**config.mk**
```make
export PLATFORM = sky130hd
export DESIGN_NAME = bp_to_mc_bridge
export DESIGN_NICKNAME = d
export VERILOG_FILES = /design/src/mc_bridge_pkg.sv /design/src/mc_cmd_fifo.sv /design/src/mc_request_issue.sv /design/src/mc_return_reorder.sv /design/src/mc_in_request.sv /design/src/bp_to_mc_bridge.sv
export VERILOG_INCLUDE_DIRS = /design/src /design/src/src
export SDC_FILE = /design/constraint.sdc
export NUM_CORES = 1
export LEC_CHECK = 0
export BUFFER_PORTS_ARGS = -buffer_cell sky130_fd_sc_hd__buf_2
export CORE_UTILIZATION = 25
export CTS_CLUSTER_DIAMETER = 80
export DETAILED_ROUTE_END_ITERATION = 16
export SLEW_MARGIN = 40
export SYNTH_ARGS = -nofsm -noshare
export SYNTH_HDL_FRONTEND = slang
export SYNTH_HIERARCHICAL = 1
export SYNTH_SLANG_ARGS = --single-unit
export TNS_END_PERCENT = 5
```
**constraint.sdc**
```tcl
create_clock -name clk_i -period 3.95 [get_ports clk_i]
set_input_delay 0.5925 -clock clk_i [delete_from_list [all_inputs] [get_ports clk_i]]
set_output_delay 0.5925 -clock clk_i [all_outputs]
set_load 0.02 [all_outputs]
```
**src/mc_bridge_defines.svh**
```systemverilog
`ifndef MC_BRIDGE_DEFINES_SVH
`define MC_BRIDGE_DEFINES_SVH

// processor side
`define PADDR_WIDTH      40

// network side widths
`define MC_DATA_WIDTH    32
`define MC_ADDR_WIDTH    28
`define X_CORD_WIDTH     6
`define Y_CORD_WIDTH     6
`define REG_ID_WIDTH     5

// outstanding network transactions and their id width
`define MAX_OUTSTANDING  4
`define TRANS_ID_WIDTH   2

// processor commands waiting for issue
`define CMD_FIFO_DEPTH   2

// tile word address carried in a tile region address
`define TILE_EPA_WIDTH   18

// local devices reachable from the network
`define CFG_DEV_BASE     40'h00_0020_0000
`define CLINT_DEV_BASE   40'h00_0030_0000

// device field of an incoming network address
`define IN_DEV_LSB       12
`define IN_DEV_WIDTH     4

`endif

```
**src/mc_bridge_pkg.sv**
```systemverilog
`include "mc_bridge_defines.svh"

package mc_bridge_pkg;

  typedef logic [`PADDR_WIDTH-1:0]       paddr_t;
  typedef logic [`MC_DATA_WIDTH-1:0]     mc_data_t;
  typedef logic [`MC_ADDR_WIDTH-1:0]     mc_addr_t;
  typedef logic [`X_CORD_WIDTH-1:0]      x_cord_t;
  typedef logic [`Y_CORD_WIDTH-1:0]      y_cord_t;
  typedef logic [`TRANS_ID_WIDTH-1:0]    trans_id_t;
  typedef logic [`REG_ID_WIDTH-1:0]      reg_id_t;
  typedef logic [`MC_DATA_WIDTH/8-1:0]   byte_mask_t;

  // uncached processor command kinds
  typedef enum logic [1:0] {
    e_mem_rd = 2'b00,
    e_mem_wr = 2'b01
  } msg_type_e;

  // access size in bytes
  typedef enum logic [1:0] {
    e_size_1 = 2'b00,
    e_size_2 = 2'b01,
    e_size_4 = 2'b10
  } msg_size_e;

  typedef enum logic [1:0] {
    e_remote_load  = 2'b00,
    e_remote_store = 2'b01
  } mc_op_e;

  typedef struct packed {
    msg_type_e msg_type;
    msg_size_e size;
    paddr_t    addr;
  } mem_header_s;

  // commands and responses in both directions
  typedef struct packed {
    mem_header_s header;
    mc_data_t    data;
  } mem_msg_s;

  typedef struct packed {
    mc_op_e     op;
    mc_addr_t   addr;
    mc_data_t   data;
    byte_mask_t mask;
    reg_id_t    reg_id;
    x_cord_t    src_x;
    y_cord_t    src_y;
    x_cord_t    x_cord;
    y_cord_t    y_cord;
  } mc_packet_s;

  // request arriving from the network
  typedef struct packed {
    logic     we;
    mc_addr_t addr;
    mc_data_t data;
  } mc_in_req_s;

  typedef struct packed {
    reg_id_t  reg_id;
    mc_data_t data;
  } mc_reply_s;

endpackage

```
**src/mc_cmd_fifo.sv**
```systemverilog
`include "mc_bridge_defines.svh"

module mc_cmd_fifo
  import mc_bridge_pkg::*;
(
  input  logic     clk_i,
  input  logic     arst_n_i,
  input  mem_msg_s cmd_i,
  input  logic     cmd_v_i,
  output logic     cmd_ready_o,
  output mem_msg_s head_o,
  output logic     head_v_o,
  input  logic     pop_i
);

  localparam int PTR_W = $clog2(`CMD_FIFO_DEPTH);
  localparam int CNT_W = $clog2(`CMD_FIFO_DEPTH + 1);

  mem_msg_s         mem_r [`CMD_FIFO_DEPTH];
  logic [PTR_W-1:0] wr_ptr_r;
  logic [PTR_W-1:0] rd_ptr_r;
  logic [CNT_W-1:0] count_r;
  logic             push;

  function automatic logic [PTR_W-1:0] next_ptr(input logic [PTR_W-1:0] ptr);
    return (ptr == PTR_W'(`CMD_FIFO_DEPTH - 1)) ? '0 : ptr + 1'b1;
  endfunction

  assign cmd_ready_o = (count_r != CNT_W'(`CMD_FIFO_DEPTH));
  assign head_v_o    = (count_r != '0);
  assign head_o      = mem_r[rd_ptr_r];
  assign push        = cmd_v_i & cmd_ready_o;

  always_ff @(posedge clk_i)
    begin
      if (push)
        mem_r[wr_ptr_r] <= cmd_i;
    end

  always_ff @(posedge clk_i or negedge arst_n_i)
    begin
      if (!arst_n_i)
        begin
          wr_ptr_r <= '0;
          rd_ptr_r <= '0;
          count_r  <= '0;
        end
      else
        begin
          if (push)
            wr_ptr_r <= next_ptr(wr_ptr_r);
          if (pop_i)
            rd_ptr_r <= next_ptr(rd_ptr_r);
          // occupancy moves only when one side acts alone
          if (push && !pop_i)
            count_r <= count_r + 1'b1;
          else if (pop_i && !push)
            count_r <= count_r - 1'b1;
        end
    end

  a_pop_needs_head: assert property (@(posedge clk_i) disable iff (!arst_n_i)
    pop_i |-> head_v_o)
    else $error("command popped from an empty fifo");

  // a command written into an empty fifo shows up at the head next cycle
  a_empty_bypass: assert property (@(posedge clk_i) disable iff (!arst_n_i)
    (push && !head_v_o) |=> (head_v_o && head_o == $past(cmd_i)))
    else $error("accepted command not at head on the following cycle");

endmodule

```
**src/mc_request_issue.sv**
```systemverilog
`include "mc_bridge_defines.svh"

module mc_request_issue
  import mc_bridge_pkg::*;
(
  input  logic       clk_i,
  input  logic       arst_n_i,
  input  mem_msg_s   head_i,
  input  logic       head_v_i,
  input  trans_id_t  id_i,
  input  logic       id_v_i,
  input  logic       out_ready_i,
  input  x_cord_t    my_x_i,
  input  y_cord_t    my_y_i,
  output logic       pop_o,
  output logic       alloc_o,
  output mc_packet_s out_packet_o,
  output logic       out_v_o
);

  // address field positions per region
  localparam int TILE_X_LSB = 2 + `TILE_EPA_WIDTH;
  localparam int TILE_Y_LSB = TILE_X_LSB + `X_CORD_WIDTH;
  localparam int VC_X_LSB   = 2 + `MC_ADDR_WIDTH;
  localparam int VC_ROW_BIT = VC_X_LSB + `X_CORD_WIDTH;

  paddr_t     addr;
  logic [1:0] region;
  byte_mask_t mask_base;
  logic       fire;

  assign addr   = head_i.header.addr;
  assign region = addr[`PADDR_WIDTH-1 -: 2];

  // one strobe pops the fifo, takes the id and sends the packet
  assign fire    = head_v_i & id_v_i & out_ready_i;
  assign pop_o   = fire;
  assign alloc_o = fire;
  assign out_v_o = fire;

  always_comb
    begin
      case (head_i.header.size)
        e_size_1: mask_base = 4'h1;
        e_size_2: mask_base = 4'h3;
        default:  mask_base = 4'hf;
      endcase
    end

  //////////////////////////////////////////////////////////////////////
  // packet build
  //////////////////////////////////////////////////////////////////////
  always_comb
    begin
      out_packet_o        = '0;
      out_packet_o.src_x  = my_x_i;
      out_packet_o.src_y  = my_y_i;
      out_packet_o.reg_id = reg_id_t'(id_i);
      out_packet_o.mask   = mask_base << addr[1:0];

      case (region)
        2'b11:
          begin
            out_packet_o.addr   = mc_addr_t'(addr[2 +: `TILE_EPA_WIDTH]);
            out_packet_o.x_cord = addr[TILE_X_LSB +: `X_CORD_WIDTH];
            out_packet_o.y_cord = addr[TILE_Y_LSB +: `Y_CORD_WIDTH];
          end
        2'b10:
          begin
            out_packet_o.addr   = addr[2 +: `MC_ADDR_WIDTH];
            out_packet_o.x_cord = addr[VC_X_LSB +: `X_CORD_WIDTH];
            // north or south cache row
            out_packet_o.y_cord = addr[VC_ROW_BIT] ? '1 : '0;
          end
        default:
          begin
            // host sits one row above this port
            out_packet_o.addr   = addr[2 +: `MC_ADDR_WIDTH];
            out_packet_o.x_cord = '0;
            out_packet_o.y_cord = my_y_i - 1'b1;
          end
      endcase

      if (head_i.header.msg_type == e_mem_wr)
        begin
          out_packet_o.op   = e_remote_store;
          out_packet_o.data = head_i.data;
        end
      else
        begin
          out_packet_o.op = e_remote_load;
        end
    end

  a_send_with_id: assert property (@(posedge clk_i) disable iff (!arst_n_i)
    out_v_o |-> id_v_i)
    else $error("packet sent without a free transaction id");

  // a blocked head keeps its command until the network takes it
  a_head_waits: assert property (@(posedge clk_i) disable iff (!arst_n_i)
    (head_v_i && !out_v_o) |=> (head_v_i && $stable(head_i)))
    else $error("waiting command changed before issue");

endmodule

```
**src/mc_return_reorder.sv**
```systemverilog
`include "mc_bridge_defines.svh"

module mc_return_reorder
  import mc_bridge_pkg::*;
(
  input  logic        clk_i,
  input  logic        arst_n_i,
  input  logic        alloc_i,
  input  mem_header_s header_i,
  output trans_id_t   id_o,
  output logic        id_v_o,
  input  mc_reply_s   reply_i,
  input  logic        reply_v_i,
  output mem_msg_s    resp_o,
  output logic        resp_v_o,
  input  logic        resp_yumi_i
);

  mem_header_s                 hdr_mem_r  [`MAX_OUTSTANDING];
  mc_data_t                    data_mem_r [`MAX_OUTSTANDING];
  logic [`MAX_OUTSTANDING-1:0] used_r;
  logic [`MAX_OUTSTANDING-1:0] done_r;
  trans_id_t                   alloc_ptr_r;
  trans_id_t                   rel_ptr_r;
  trans_id_t                   reply_id;

  assign reply_id = trans_id_t'(reply_i.reg_id);

  // next id is free once its previous owner has been released
  assign id_o   = alloc_ptr_r;
  assign id_v_o = ~used_r[alloc_ptr_r];

  // oldest entry leaves once its reply is in
  assign resp_v_o        = done_r[rel_ptr_r];
  assign resp_o.header   = hdr_mem_r[rel_ptr_r];
  assign resp_o.data     = data_mem_r[rel_ptr_r];

  //////////////////////////////////////////////////////////////////////
  // entry storage
  //////////////////////////////////////////////////////////////////////
  always_ff @(posedge clk_i)
    begin
      if (alloc_i)
        hdr_mem_r[alloc_ptr_r] <= header_i;
      if (reply_v_i)
        data_mem_r[reply_id] <= reply_i.data;
    end

  //////////////////////////////////////////////////////////////////////
  // pointers and entry state
  //////////////////////////////////////////////////////////////////////
  always_ff @(posedge clk_i or negedge arst_n_i)
    begin
      if (!arst_n_i)
        begin
          used_r      <= '0;
          done_r      <= '0;
          alloc_ptr_r <= '0;
          rel_ptr_r   <= '0;
        end
      else
        begin
          if (alloc_i)
            begin
              used_r[alloc_ptr_r] <= 1'b1;
              alloc_ptr_r         <= alloc_ptr_r + 1'b1;
            end
          if (reply_v_i)
            done_r[reply_id] <= 1'b1;
          // release never hits the entry being allocated or written
          if (resp_yumi_i)
            begin
              used_r[rel_ptr_r] <= 1'b0;
              done_r[rel_ptr_r] <= 1'b0;
              rel_ptr_r         <= rel_ptr_r + 1'b1;
            end
        end
    end

  a_reply_tag: assert property (@(posedge clk_i) disable iff (!arst_n_i)
    reply_v_i |-> (reply_i.reg_id < `MAX_OUTSTANDING
                   && used_r[reply_id] && !done_r[reply_id]))
    else $error("reply tag does not name an outstanding transaction");

  a_resp_hold: assert property (@(posedge clk_i) disable iff (!arst_n_i)
    (resp_v_o && !resp_yumi_i) |=> (resp_v_o && $stable(resp_o)))
    else $error("response dropped or changed before yumi");

endmodule

```
**src/mc_in_request.sv**
```systemverilog
`include "mc_bridge_defines.svh"

module mc_in_request
  import mc_bridge_pkg::*;
(
  input  mc_in_req_s in_req_i,
  input  logic       in_v_i,
  output logic       in_yumi_o,
  output mem_msg_s   io_cmd_o,
  output logic       io_cmd_v_o,
  input  logic       io_cmd_yumi_i,
  input  mem_msg_s   io_resp_i,
  input  logic       io_resp_v_i,
  output logic       io_resp_ready_o,
  output mc_data_t   returning_data_o,
  output logic       returning_v_o
);

  logic [`IN_DEV_WIDTH-1:0] dev;
  logic [`IN_DEV_LSB-1:0]   offset;

  assign dev    = in_req_i.addr[`IN_DEV_LSB +: `IN_DEV_WIDTH];
  assign offset = in_req_i.addr[`IN_DEV_LSB-1:0];

  //////////////////////////////////////////////////////////////////////
  // network request to processor command
  //////////////////////////////////////////////////////////////////////
  always_comb
    begin
      // only word accesses to the local devices
      io_cmd_o                 = '0;
      io_cmd_o.header.size     = e_size_4;
      io_cmd_o.header.msg_type = in_req_i.we ? e_mem_wr : e_mem_rd;
      io_cmd_o.data            = in_req_i.data;
      io_cmd_v_o               = 1'b0;
      in_yumi_o                = 1'b0;

      case (dev)
        4'h0:
          begin
            io_cmd_o.header.addr = `CFG_DEV_BASE + paddr_t'(offset);
            io_cmd_v_o           = in_v_i;
            in_yumi_o            = io_cmd_yumi_i;
          end
        4'h1:
          begin
            io_cmd_o.header.addr = `CLINT_DEV_BASE + paddr_t'(offset);
            io_cmd_v_o           = in_v_i;
            in_yumi_o            = io_cmd_yumi_i;
          end
        default:
          begin
            // unknown device, drop it
            in_yumi_o = in_v_i;
          end
      endcase
    end

  //////////////////////////////////////////////////////////////////////
  // processor response back to the network
  //////////////////////////////////////////////////////////////////////
  assign io_resp_ready_o = 1'b1;
  assign returning_v_o   = io_resp_v_i;

  always_comb
    begin
      case (io_resp_i.header.size)
        e_size_1: returning_data_o = mc_data_t'(io_resp_i.data[7:0]);
        e_size_2: returning_data_o = mc_data_t'(io_resp_i.data[15:0]);
        default:  returning_data_o = io_resp_i.data;
      endcase
    end

endmodule

```
**src/bp_to_mc_bridge.sv**
```systemverilog
module bp_to_mc_bridge
  import mc_bridge_pkg::*;
(
  input  logic       clk_i,
  input  logic       arst_n_i,

  // processor commands out to the network
  input  mem_msg_s   io_cmd_i,
  input  logic       io_cmd_v_i,
  output logic       io_cmd_ready_o,
  output mem_msg_s   io_resp_o,
  output logic       io_resp_v_o,
  input  logic       io_resp_yumi_i,

  // network requests in to the processor
  output mem_msg_s   io_cmd_o,
  output logic       io_cmd_v_o,
  input  logic       io_cmd_yumi_i,
  input  mem_msg_s   io_resp_i,
  input  logic       io_resp_v_i,
  output logic       io_resp_ready_o,

  // network side
  output mc_packet_s out_packet_o,
  output logic       out_v_o,
  input  logic       out_ready_i,
  input  mc_reply_s  returned_i,
  input  logic       returned_v_i,
  input  mc_in_req_s in_req_i,
  input  logic       in_v_i,
  output logic       in_yumi_o,
  output mc_data_t   returning_data_o,
  output logic       returning_v_o,

  input  x_cord_t    my_x_i,
  input  y_cord_t    my_y_i
);

  mem_msg_s  head_lo;
  logic      head_v_lo;
  logic      pop_lo;
  logic      alloc_lo;
  trans_id_t id_lo;
  logic      id_v_lo;

  mc_cmd_fifo u_cmd_fifo (
    .clk_i       (clk_i),
    .arst_n_i    (arst_n_i),
    .cmd_i       (io_cmd_i),
    .cmd_v_i     (io_cmd_v_i),
    .cmd_ready_o (io_cmd_ready_o),
    .head_o      (head_lo),
    .head_v_o    (head_v_lo),
    .pop_i       (pop_lo)
  );

  mc_request_issue u_issue (
    .clk_i        (clk_i),
    .arst_n_i     (arst_n_i),
    .head_i       (head_lo),
    .head_v_i     (head_v_lo),
    .id_i         (id_lo),
    .id_v_i       (id_v_lo),
    .out_ready_i  (out_ready_i),
    .my_x_i       (my_x_i),
    .my_y_i       (my_y_i),
    .pop_o        (pop_lo),
    .alloc_o      (alloc_lo),
    .out_packet_o (out_packet_o),
    .out_v_o      (out_v_o)
  );

  mc_return_reorder u_reorder (
    .clk_i       (clk_i),
    .arst_n_i    (arst_n_i),
    .alloc_i     (alloc_lo),
    .header_i    (head_lo.header),
    .id_o        (id_lo),
    .id_v_o      (id_v_lo),
    .reply_i     (returned_i),
    .reply_v_i   (returned_v_i),
    .resp_o      (io_resp_o),
    .resp_v_o    (io_resp_v_o),
    .resp_yumi_i (io_resp_yumi_i)
  );

  mc_in_request u_in_request (
    .in_req_i         (in_req_i),
    .in_v_i           (in_v_i),
    .in_yumi_o        (in_yumi_o),
    .io_cmd_o         (io_cmd_o),
    .io_cmd_v_o       (io_cmd_v_o),
    .io_cmd_yumi_i    (io_cmd_yumi_i),
    .io_resp_i        (io_resp_i),
    .io_resp_v_i      (io_resp_v_i),
    .io_resp_ready_o  (io_resp_ready_o),
    .returning_data_o (returning_data_o),
    .returning_v_o    (returning_v_o)
  );

endmodule

```
### Word-level counts from Yosys, hierarchy flattened

Memory sizes are Yosys's and may differ from the RTL's.
Cells that the tools add are included.

| storage, ports and cells | value |
|---|---|
| register bits after elaboration | 16 |
| bits in writable memories | 456 |
| input bits | 271 |
| output and inout bits | 286 |
| word-level logic and storage cells | 90 |
| memories | 3 |

Memory list:

| memory | words | width | rd ports | clocked after Yosys merged registers in | wr ports | line | source |
|---|---|---|---|---|---|---|---|
| u_reorder.hdr_mem_r | 4 | 44 | 1 | 0 | 1 | mc_return_reorder.sv:19 | `` mem_header_s hdr_mem_r [`MAX_OUTSTANDING]; `` |
| u_cmd_fifo.mem_r | 2 | 76 | 1 | 0 | 1 | mc_cmd_fifo.sv:19 | `` mem_msg_s mem_r [`CMD_FIFO_DEPTH]; `` |
| u_reorder.data_mem_r | 4 | 32 | 1 | 0 | 1 | mc_return_reorder.sv:20 | `` mc_data_t data_mem_r [`MAX_OUTSTANDING]; `` |

| operators by class | value |
|---|---|
| $add $sub $neg | 9 |
| $lt $le $gt $ge | 6 |
| equality and inequality tests | 7 |
| shifts and indexed selects | 1 |
| mux-type cells | 35 |
| bitwise operators | 9 |
| reduce and logical (&&, ||, !) cells | 13 |

Operators by type and width:

| kind | count |
|---|---|
| $pmux 40 s2 | 1 |
| $pmux 32 s2 | 1 |
| $add 22x12->23 const A | 2 |
| $mux 32 | 1 |
| $mux 28 | 1 |
| $pmux 12 s2 | 1 |
| $mux 1 | 17 |
| $mux 4 | 4 |
| $lt 2x3->1 const B | 3 |
| $and 4x4->4 | 2 |
| $or 4x4->4 | 2 |
| $pmux 4 s2 | 1 |
| $add 2x1->2 const B | 3 |
| $demux 1 s2 | 3 |
| $eq 2x1->1 const B | 3 |
| $ge 2x1->1 const B | 3 |
| $mux 6 | 1 |
| $sub 6x1->6 const B | 1 |
| $logic_and 1x1->1 | 5 |
| $bmux 1 s2 | 2 |
| $eq 2x2->1 const B | 2 |
| $eq 4x1->1 const B | 1 |
| $logic_not 2->1 | 2 |
| $logic_not 4->1 | 1 |
| other kinds (11) | 17 |

### Logic depth before layout (Yosys ltp)

Gate-level depths: netlist (run 1).

| depth | value |
|---|---|
| depth in word-level cells | 8 |
| depth in mapped cells | 9 |

### By module

Netlist (run 1), hierarchy kept.

Modules (own cells, without submodules):

| module | times used | cells each | area each (sq um) | sequential area each (sq um) |
|---|---|---|---|---|
| mc_return_reorder | 1 | 448 | 11603.6 | 9429.0 |
| mc_cmd_fifo | 1 | 255 | 5814.3 | 4664.5 |
| mc_request_issue | 1 | 136 | 938.4 | 0.0 |
| mc_in_request | 1 | 117 | 845.8 | 0.0 |

### Least setup slack after synthesis (run 1)

OpenSTA, ideal clock, no wires.

| path | value |
|---|---|
| path kind | register to register |
| start point | register u_cmd_fifo.count_r[0] |
| end point | memory u_cmd_fifo/mem_r[0][0] (netlist bit), enable pin |
| setup time | 0.511 ns |
| data arrival time | 3.971 ns |
| setup slack | -0.531 ns |
| cell stages (with the launch flop) | 4 |
| buffers on the path | 0 |
| cells stage by stage | dfrtp_1 nand2b_1 nand2_1 nor2_1 |

| between the ends | value |
|---|---|
| word-level cells in the longest chain between the ends | 4 |

RTL lines:

| item | line | source |
|---|---|---|
| from (decl) | mc_cmd_fifo.sv:22 | `logic [CNT_W-1:0] count_r;` |
| from (signal assigned) | mc_cmd_fifo.sv:56 | `count_r <= count_r + 1'b1;` |
| from (signal assigned) | mc_cmd_fifo.sv:58 | `count_r <= count_r - 1'b1;` |
| $ne 2x2->1 | mc_cmd_fifo.sv:29 | `` assign cmd_ready_o = (count_r != CNT_W'(`CMD_FIFO_DEPTH)); `` |
| net io_cmd_ready_o | bp_to_mc_bridge.sv:10 | `output logic io_cmd_ready_o,` |
| $and 1x1->1 | mc_cmd_fifo.sv:32 | `assign push = cmd_v_i & cmd_ready_o;` |
| $mux 1 | mc_cmd_fifo.sv:36 | `if (push)` |
| $mux 1 (not written as such) | mc_cmd_fifo.sv:37 | `mem_r[wr_ptr_r] <= cmd_i;` |
| to (decl) | mc_cmd_fifo.sv:19 |  |

The timed path passes the listed nets, and every way through them passes these cells.

==> impl_metrics.toml, run 1 <==
[status]
status = "complete, no violations"

[sta]
hold_viol = 0
setup-violations-final = 0
finalCritPeriodShare_pct = 86.0
rsz0062_at_grt = "false"
fin_ws_ps = 554
slew_violations = 0
period_needed_ps = 3400
final.setup.tns_ps = 0
relSlewSlack_pct = 47.9
tightest_slew_ps = 780
whs_ps = 178
skew_ps = 21.6
max_clock_freq_mhz = 295

[synthesis]
synth_adder_area_share_pct = 0.652
synth_mux_area_share_pct = 14.8
synth_top_area_share_pct = 71.3
synth_top_family_by_area = "multiplexers"
synth-simple-area-share_pct = 3.99
postSynthCellCount = 956
ys_warn_count = 6
synth-seq-cells = 472
synth_cell_types = 41
synth_edf_count = 456
synthArstFlopShare_pct = 3.39
avgSynthCellArea_um2 = 20.1
synth_area_leaders = "edfxtp_1 71%, mux4_2 9.1%, buf_4 4.6%"
netlist_area_um2 = 19200
synth_compound_area_share_pct = 0.756
synthFlopType = "edfxtp_1"
synth_xor_area_share_pct = 0.456
yosys.area.top_type = "edfxtp_1"
ys_seq_area_share_pct = 73.4

[power]
power.leakage_nw = 8.53
p_sw_share_pct = 33.4
power.density_nw_per_um2 = 771
p_total_mw = 18.0
power_frac_comb_pct = 33.0
irDropWorstVdd_v = 0.000461
pwr-share-seq_pct = 39.7
p_switching_mw = 6.02
clock_power_share_pct = 27.3
intPower_mw = 12.0

[die]
coreArea_um2 = 75900
fp.dieW_um = 279
fp.dieH_um = 279
rows = 101
ios = 557
initial_core_util_pct = 25.3
fp.dieArea_um2 = 77900

[clock_network]
cts-resized-gates = 0
cts_tree = "done"
clk_path_buf_depth = 3
insertion_delay_ps = 600
clock-sinks = 472
cts_max_level = 2
clkSlewWorstSetupHoldPaths_ps = 60
numCtsBuffers = 55
cts-root-buf = "clkbuf_16"

[placement]
place_ws_ps = 954
dp_hpwl_um = 28200
globalplace.congestion = 0.719
portBuffers = 369

[hold_path]
hold_path.class = "input port to flip-flop"

[worst_setup_path]
critical_path_class = "flip-flop to output port"
cp_max_fo = 26
cp_data_required_time_ps = 3360
crit_arrival_ps = 2800
endpoint_kind = "output port"
startpoint_type = "flip-flop"

[cells_and_area]
areaGrowthSynthToFinish_pct = 21.9
drive_gt1_share_pct = 48.4
layout_commonest_cell = "edfxtp_1"
final_core_util_pct = 30.8
final_net_count = 1567
layout_common_cells = "456 x edfxtp_1, 369 x buf_2, 78 x mux4_2"
fillers = 7426

[drt]
wl_per_cell_um = 18.1
wl_um = 42600
viasPerCell = 4.02
drc = 0
ant_nets = 0
via_count = 9476
drt_first_pass_iters = 4
drtIter0Drc = 385

[global_route]
overflow = 0
grt_pass1_vias = 9985
grt_pass1_wl_um = 61400
antenna_found_initial = 12
grt_max_degree = 59
grt_usage_pct = 10.5

[job]
max_cap_viol_count = 0
[path summary, 6_finish.rpt]
kind / end / slack [ps] / from / depth (start not counted)
max: out_packet_o[46] / 550 / u_cmd_fifo/rd_ptr_r / 5
min: u_cmd_fifo/mem_r[0][16] / 180 / io_cmd_i[16] / 1
max reg2reg: u_reorder/hdr_mem_r[3][15] / 1000 / u_reorder/id_o[0] / 5
min reg2reg: u_cmd_fifo/count_r[1] / 500 / u_cmd_fifo/count_r[1] / 1
max in group asynchronous: u_reorder/rel_ptr_r[1] / 3120 / arst_n_i / 2
min in group asynchronous: u_reorder/done_r[1] / 510 / arst_n_i / 2
[area by class of cell]
type / count / area (um^2) / share of cell area (%)
inverters: 10 / 37.5 / 0.160
clock inverters: 25 / 312 / 1.33
repair buffers: 388 / 2080 / 8.88
well taps: 1030 / 1290 / 5.51
multi-input cells: 359 / 4120 / 17.6
clock buffers: 71 / 1460 / 6.23
flip-flops and latches: 472 / 14100 / 60.3
diodes: 2 / 5.00 / 0.0214
[logic make-up (layout without fill, tap and decap cells)]
logic type,count (synthesis),in the layout
flip-flops,472,472
multiplexers,165,165
other,3,36
AO/OA/AOI/OAI,21,21
buffers and inverters,156,494
XOR/XNOR,10,10
AND/OR/NAND/NOR,119,119
adder cells (fa/ha/maj),10,10
[per-stage QoR]
stage | instance area (um^2) | std cells
after floorplan | 19300 | 987
after global placement | 21600 | 2258
after detailed placement | 21600 | 2258
after CTS | 23400 | 2355
after global routing | 23400 | 2355
final | 23400 | 2357
[state kept, by name, summed over array words and instances, names as in the netlist]
| register | count |
|---|---|
| u_reorder/rel_ptr_r | 2 |
| u_cmd_fifo/count_r | 2 |
| u_reorder/hdr_mem_r | 176 |
| u_reorder/id_o | 2 |
| u_reorder/data_mem_r | 128 |
| u_reorder/done_r | 4 |
| u_cmd_fifo/wr_ptr_r | 1 |
| u_reorder/used_r | 4 |
| u_cmd_fifo/mem_r | 152 |
| u_cmd_fifo/rd_ptr_r | 1 |
[worst max-delay path, stage by stage (launching register included)]
cell and delay [ps]:
dfrtp_4 660, buf_4 350, buf_4 440, mux2_2 430, and2_1 150, buf_2 150
[timing repair]
| action | 4_1_cts | 5_1_grt |
|---|---|---|
| hold buffers | 1 | 0 |
| endpoints found under the hold margin | 16 | 0 |
| setup buffers | 0 | 0 |
[per-layer routing]
layer | wire, um | GRT usage, %
met1 | 16700 | 12.1
met5 | 61 | 0
met4 | 874 | 2.76
met2 | 20700 | 17.9
met3 | 4260 | 4.54
[power groups by stage]
stage                     Combinational (mW)  Sequential [mW]  Clock (mW)
after floorplan                         4.49             7.00           0
after global placement                  6.06             7.24           0
after detailed placement                6.12             7.29           0
after CTS                               6.15             7.19        5.10
after global routing                    6.44             7.26        5.27
final                                   5.96             7.16        4.92
[cell usage after synthesis (all sizes together) (5+ instances only)]
| library cell | instances |
|---|---|
| mux4 | 78 |
| edfxtp | 456 |
| nand2 | 5 |
| clkbuf | 8 |
| and2 | 75 |
| ha | 10 |
| and2b | 6 |
| xor2 | 6 |
| a21oi | 8 |
| mux2i | 10 |
| nor2 | 7 |
| dfrtp | 16 |
| nor2b | 10 |
| buf | 138 |
| a2bb2oi | 8 |
| mux2 | 77 |
| inv | 10 |
Power figures use the tool's default switching activity.
==> inputs of run 2 (changes only) <==
--- a/config.mk
+++ b/config.mk
@@ -7,6 +7,7 @@
 export NUM_CORES = 1
 export LEC_CHECK = 0
 export BUFFER_PORTS_ARGS = -buffer_cell sky130_fd_sc_hd__buf_2
+export CORE_MARGIN = 1.5
 export CORE_UTILIZATION = 25
 export CTS_CLUSTER_DIAMETER = 80
 export DETAILED_ROUTE_END_ITERATION = 16
==> impl_metrics.toml, run 2 (synthesis gave the netlist of run 1 again) <==
[status]
status = "complete, no violations"

[clock_network]
clkSlewWorstSetupHoldPaths_ps = 60
numCtsBuffers = 54
cts_tree = "done"
clk_path_buf_depth = 3
cts_max_level = 2
clock-sinks = 472
cts-resized-gates = 0
insertion_delay_ps = 590
cts-root-buf = "clkbuf_16"

[drt]
maxUsedRoutingLayer = "met5"
ant_nets = 0
drtIter0Drc = 490
wl_met3_um = 4070
drc = 0
wl_um = 42800
drt_first_pass_iters = 4
met2_length_um = 20800
wl_per_cell_um = 18.1
met1_length_um = 17000
via_count = 9493
viasPerCell = 4.02

[cells_and_area]
n_antenna_cell = 0
reg.largest.list = "u_reorder/hdr_mem_r: 176 flops, u_cmd_fifo/mem_r: 152 flops, u_reorder/data_mem_r: 128 flops"
final_net_count = 1566
fillers = 7448
top_register = "u_reorder/hdr_mem_r"
layout_commonest_cell = "edfxtp_1"
drive_gt1_share_pct = 48.5
layout_common_cells = "456 x edfxtp_1, 369 x buf_2, 78 x mux4_2"
regArea_um2 = 14100
multi_input_area_um2 = 4120
finalNonFillerCells = 2359
final_core_util_pct = 30.7
largest_reg_flops = 176
areaGrowthSynthToFinish_pct = 21.6

[worst_setup_path]
cp_data_required_time_ps = 3360
crit_chain = "buf_4 -> mux2_2 -> nand2_1 -> nand3b_1 -> o31a_1 -> buf_2"
critical_path_buf_inv_count = 2
regToRegSetupSlack_ps = 1120
cp-endpoint = "out_packet_o[5]"
endpoint_kind = "output port"
worstReg2RegEnd = "u_reorder/hdr_mem_r[3][9]"
reg2regPathDepth = 5
crit_start = "u_cmd_fifo/rd_ptr_r"
startpoint_type = "flip-flop"
cpPeakStageDelay_ps = 810
timing.rr.start = "u_reorder/id_o[0]"
cp_max_fo = 32
path_depth = 6
cp_top_family = "flip-flops"
crit_arrival_ps = 2870
critical_path_class = "flip-flop to output port"
cpMaxStageDelayCell = "dfrtp_4"

[die]
coreArea_um2 = 75900
ios = 557
rows = 101
initial_core_util_pct = 25.3
fp.dieArea_um2 = 78500
fp.dieW_um = 280
fp.dieH_um = 280

[placement]
portBuffers = 369
dp_hpwl_um = 28000
globalplace.congestion = 0.776
dp_cells = 2258
place_ws_ps = 1000

[sta]
skew_ps = 16.8
finalCritPeriodShare_pct = 87.6
whs_ps = 185
fin_ws_ps = 491
setup-violations-final = 0
tightest_slew_ps = 727
max_clock_freq_mhz = 289
rsz0062_at_grt = "false"
period_needed_ps = 3460
final.setup.tns_ps = 0
relSlewSlack_pct = 51.5
hold_viol = 0
slew_violations = 0

[job]
max_cap_viol_count = 0

[global_route]
grt_pass1_wl_um = 61900
grt_pass1_vias = 9886
grt_usage_pct = 10.5
antenna_found_initial = 6
overflow = 0
grt_max_degree = 55

[hold_path]
holdPathStages = 1
hold_path.class = "input port to flip-flop"

[power]
power.leakage_nw = 8.50
power.density_nw_per_um2 = 768
irDropWorstVdd_v = 0.000420
## run 2: cell count changes in the layout (fill, tap and decap cells not counted), moves of 2 or more
cell / change
buf_12: -3
clkinvlp_4: +2
clkinv_1: +5
buf_4: +2
inv_8: -2
clkbuf_1: -4
clkinv_8: +2
diode_2: -2
## run 2: timing repair
item / in CTS / in global routing
setup endpoints to repair: 0 / 0
buffers inserted: 0 / 0
hold buffers: 1 / 0
endpoints found under the hold margin: 16 / 0
## run 2: area by class of cell
| type | instances | area share (%) |
|---|---|---|
| Clock buffer | 67 | 6.13 |
| Clock inverter | 33 | 1.36 |
| Inverter | 10 | 0.161 |
| Multi-Input combinational cell | 359 | 17.7 |
| Sequential cell | 472 | 60.4 |
| Tap cell | 1030 | 5.52 |
| Timing Repair Buffer | 388 | 8.76 |
## run 2: how the worst min path moves through the flow
stage	slack, ps	startpoint	endpoint
floorplan	300	arst_n_i	u_cmd_fifo/count_r[0]
global placement	470	u_cmd_fifo/count_r[1]	u_cmd_fifo/count_r[1]
detailed placement	500	u_cmd_fifo/count_r[1]	u_cmd_fifo/count_r[1]
CTS	130	io_cmd_i[74]	u_cmd_fifo/mem_r[0][74]
global route	140	io_cmd_i[74]	u_cmd_fifo/mem_r[1][74]
finish	190	io_cmd_i[74]	u_cmd_fifo/mem_r[1][74]
## run 2: metrics by stage
| step | cell area [um^2] | power [mW] |
|---|---|---|
| 4_1_cts | 23300 | 18.3 |
| 5_1_grt | 23300 | 18.9 |
| 3_5_place_dp | 21600 | 13.4 |
| 3_3_place_gp | 21600 | 13.2 |
| 2_1_floorplan | 19300 | 11.5 |
| 6_report | 23300 | 17.9 |
## run 2: report_power, final
part           total, mW  internal, mW  switching (mW)
clock               4.85          2.85            2.00
sequential          7.21          6.72           0.488
combinational       5.88          2.33            3.55
## run 2: layer usage
metal,vias to the layer above,GRT usage [%]
met5,-,0
met2,395,17.5
met3,63,3.86
met4,6,3.05
li1,4236,-
met1,4793,12.8
==> inputs of run 3 (changes only) <==
--- a/config.mk
+++ b/config.mk
@@ -7,10 +7,13 @@
 export NUM_CORES = 1
 export LEC_CHECK = 0
 export BUFFER_PORTS_ARGS = -buffer_cell sky130_fd_sc_hd__buf_2
+export CELL_PAD_IN_SITES_DETAIL_PLACEMENT = 0
+export CELL_PAD_IN_SITES_GLOBAL_PLACEMENT = 1
 export CORE_MARGIN = 1.5
 export CORE_UTILIZATION = 25
 export CTS_CLUSTER_DIAMETER = 80
 export DETAILED_ROUTE_END_ITERATION = 16
+export PLACE_DENSITY_LB_ADDON = 0.1
 export SLEW_MARGIN = 40
 export SYNTH_ARGS = -nofsm -noshare
 export SYNTH_HDL_FRONTEND = slang
==> impl_metrics.toml, run 3 (synthesis gave the netlist of run 1 again) <==
[worst_setup_path]
startpoint_type = "flip-flop"
regToRegSetupSlack_ps = 1320
critical_path_class = "flip-flop to output port"
cp_max_fo = 23
cp_data_required_time_ps = 3360
cp-endpoint = "out_packet_o[5]"
timing.rr.start = "u_reorder/id_o[0]"
endpoint_kind = "output port"
worstReg2RegEnd = "u_reorder/hdr_mem_r[3][34]"
crit_arrival_ps = 2750
reg2regPathDepth = 5
crit_start = "u_cmd_fifo/rd_ptr_r"

[clock_network]
clock-sinks = 472
cts_tree = "done"
cts_max_level = 2
insertion_delay_ps = 610
cts-root-buf = "clkbuf_16"
post_cts_buffers = 0
clk_path_buf_depth = 3
clkSlewWorstSetupHoldPaths_ps = 60
numCtsBuffers = 56

[job]
max_cap_viol_count = 0

[cells_and_area]
layout_common_cells = "456 x edfxtp_1, 369 x buf_2, 78 x mux4_2"
n_antenna_cell = 0
reg.largest.list = "u_reorder/hdr_mem_r: 176 flops, u_cmd_fifo/mem_r: 152 flops, u_reorder/data_mem_r: 128 flops"
final_core_util_pct = 30.8
areaGrowthSynthToFinish_pct = 21.9
largest_reg_flops = 176
layout_commonest_cell = "edfxtp_1"
drive_gt1_share_pct = 48.0
top_register = "u_reorder/hdr_mem_r"
final_net_count = 1567

[sta]
finalCritPeriodShare_pct = 84.7
final.setup.tns_ps = 0
tightest_slew_ps = 693
hold_viol = 0
setup-violations-final = 0
slew_violations = 0
relSlewSlack_pct = 53.8
period_needed_ps = 3340
skew_ps = 18.2
max_clock_freq_mhz = 299
rsz0062_at_grt = "false"

[drt]
ant_nets = 0
drtIter0Drc = 461
drc = 0
wl_per_cell_um = 20.2
via_count = 9522
wl_um = 47800
drt_first_pass_iters = 4
viasPerCell = 4.03

[die]
ios = 557
coreArea_um2 = 75900
fp.dieArea_um2 = 78500
fp.dieW_um = 280
initial_core_util_pct = 25.3
rows = 101
fp.dieH_um = 280

[placement]
globalplace.congestion = 0.670
dp_hpwl_um = 30300
portBuffers = 369

[power]
irDropWorstVdd_v = 0.000395
power.leakage_nw = 8.53
power.density_nw_per_um2 = 776

[global_route]
grt_max_degree = 54
grt_pass1_vias = 10298
grt_usage_pct = 12.0
antenna_found_initial = 5
overflow = 0
grt_pass1_wl_um = 68900

[status]
status = "complete, no violations"

[hold_path]
hold_path.class = "input port to flip-flop"
-- run 3: cell types whose count changed in the layout (fill, tap and decap cells not counted), moves of 2 or more --
cell / delta
clkbuf_16: +2
clkinv_2: +2
and2_2: -4
clkinvlp_4: -3
and2_4: +4
buf_12: +3
clkbuf_1: +2
clkinv_8: -2
buf_4: -4
clkinv_1: +6
-- run 3: how the worst min path moves through the flow --
stage | startpoint | to | slack [ps] | cells after the start
3_3_place_gp | u_cmd_fifo/count_r[1] | u_cmd_fifo/count_r[1] | 480 | 1
5_1_grt | io_cmd_i[75] | u_cmd_fifo/mem_r[0][75] | 140 | 1
3_5_place_dp | u_cmd_fifo/count_r[1] | u_cmd_fifo/count_r[1] | 490 | 1
6_report | io_cmd_i[61] | u_cmd_fifo/mem_r[1][61] | 170 | 1
2_1_floorplan | arst_n_i | u_cmd_fifo/count_r[0] | 300 | 0
4_1_cts | io_cmd_i[74] | u_cmd_fifo/mem_r[0][74] | 130 | 1
-- run 3: final cells by class --
| type | instances | area, um^2 |
|---|---|---|
| tap | 1030 | 1290 |
| sequential | 472 | 14100 |
| clock buffer | 70 | 1480 |
| inverter | 10 | 37.5 |
| clock inverter | 34 | 288 |
| fill | 7554 | 52600 |
| multi-input combinational | 359 | 4130 |
| timing repair buffer | 387 | 2080 |
-- run 3: power by group --
| group | total, mW | leakage (nW) | switching (mW) | internal [mW] |
|---|---|---|---|---|
| combinational | 6.04 | 3.30 | 3.68 | 2.36 |
| clock | 4.95 | 0.860 | 2.00 | 2.95 |
| sequential | 7.16 | 4.38 | 0.434 | 6.72 |
-- run 3: per-layer routing --
metal	up-vias	share of wire (%)	routed length [um]	GRT usage (%)
met4	10	2.3	1080	3.67
met2	260	49	23600	20.3
met1	4926	41	19700	14.3
li1	4243	-	-	-
met3	83	7.0	3350	3.90
met5	-	0.15	74	0
-- run 3: stage by stage --
stage / setup slack (ps) / area, um^2 / hold slack, ps / instances / power (mW)
final: 605 / 23400 / 175 / 2362 / 18.2
after floorplan: 428 / 19300 / 297 / 987 / 11.5
after CTS: 445 / 23400 / 127 / 2362 / 18.7
after global routing: 400 / 23400 / 144 / 2362 / 19.2
after global placement: 1120 / 21600 / 484 / 2257 / 13.6
after detailed placement: 1120 / 21600 / 487 / 2257 / 13.6
-- run 3: timing repair --
| action | CTS | global route |
|---|---|---|
| hold buffers | 1 | 0 |
| gates resized for setup | 0 | 0 |
| endpoints found under the hold margin | 16 | 0 |
-- run 3: worst max-delay path, stage by stage (launching register included) --
cell	delay (ps)
dfrtp_4	730
mux2_2	590
nor2b_2	330
nand3b_1	160
o31a_1	140
buf_2	160
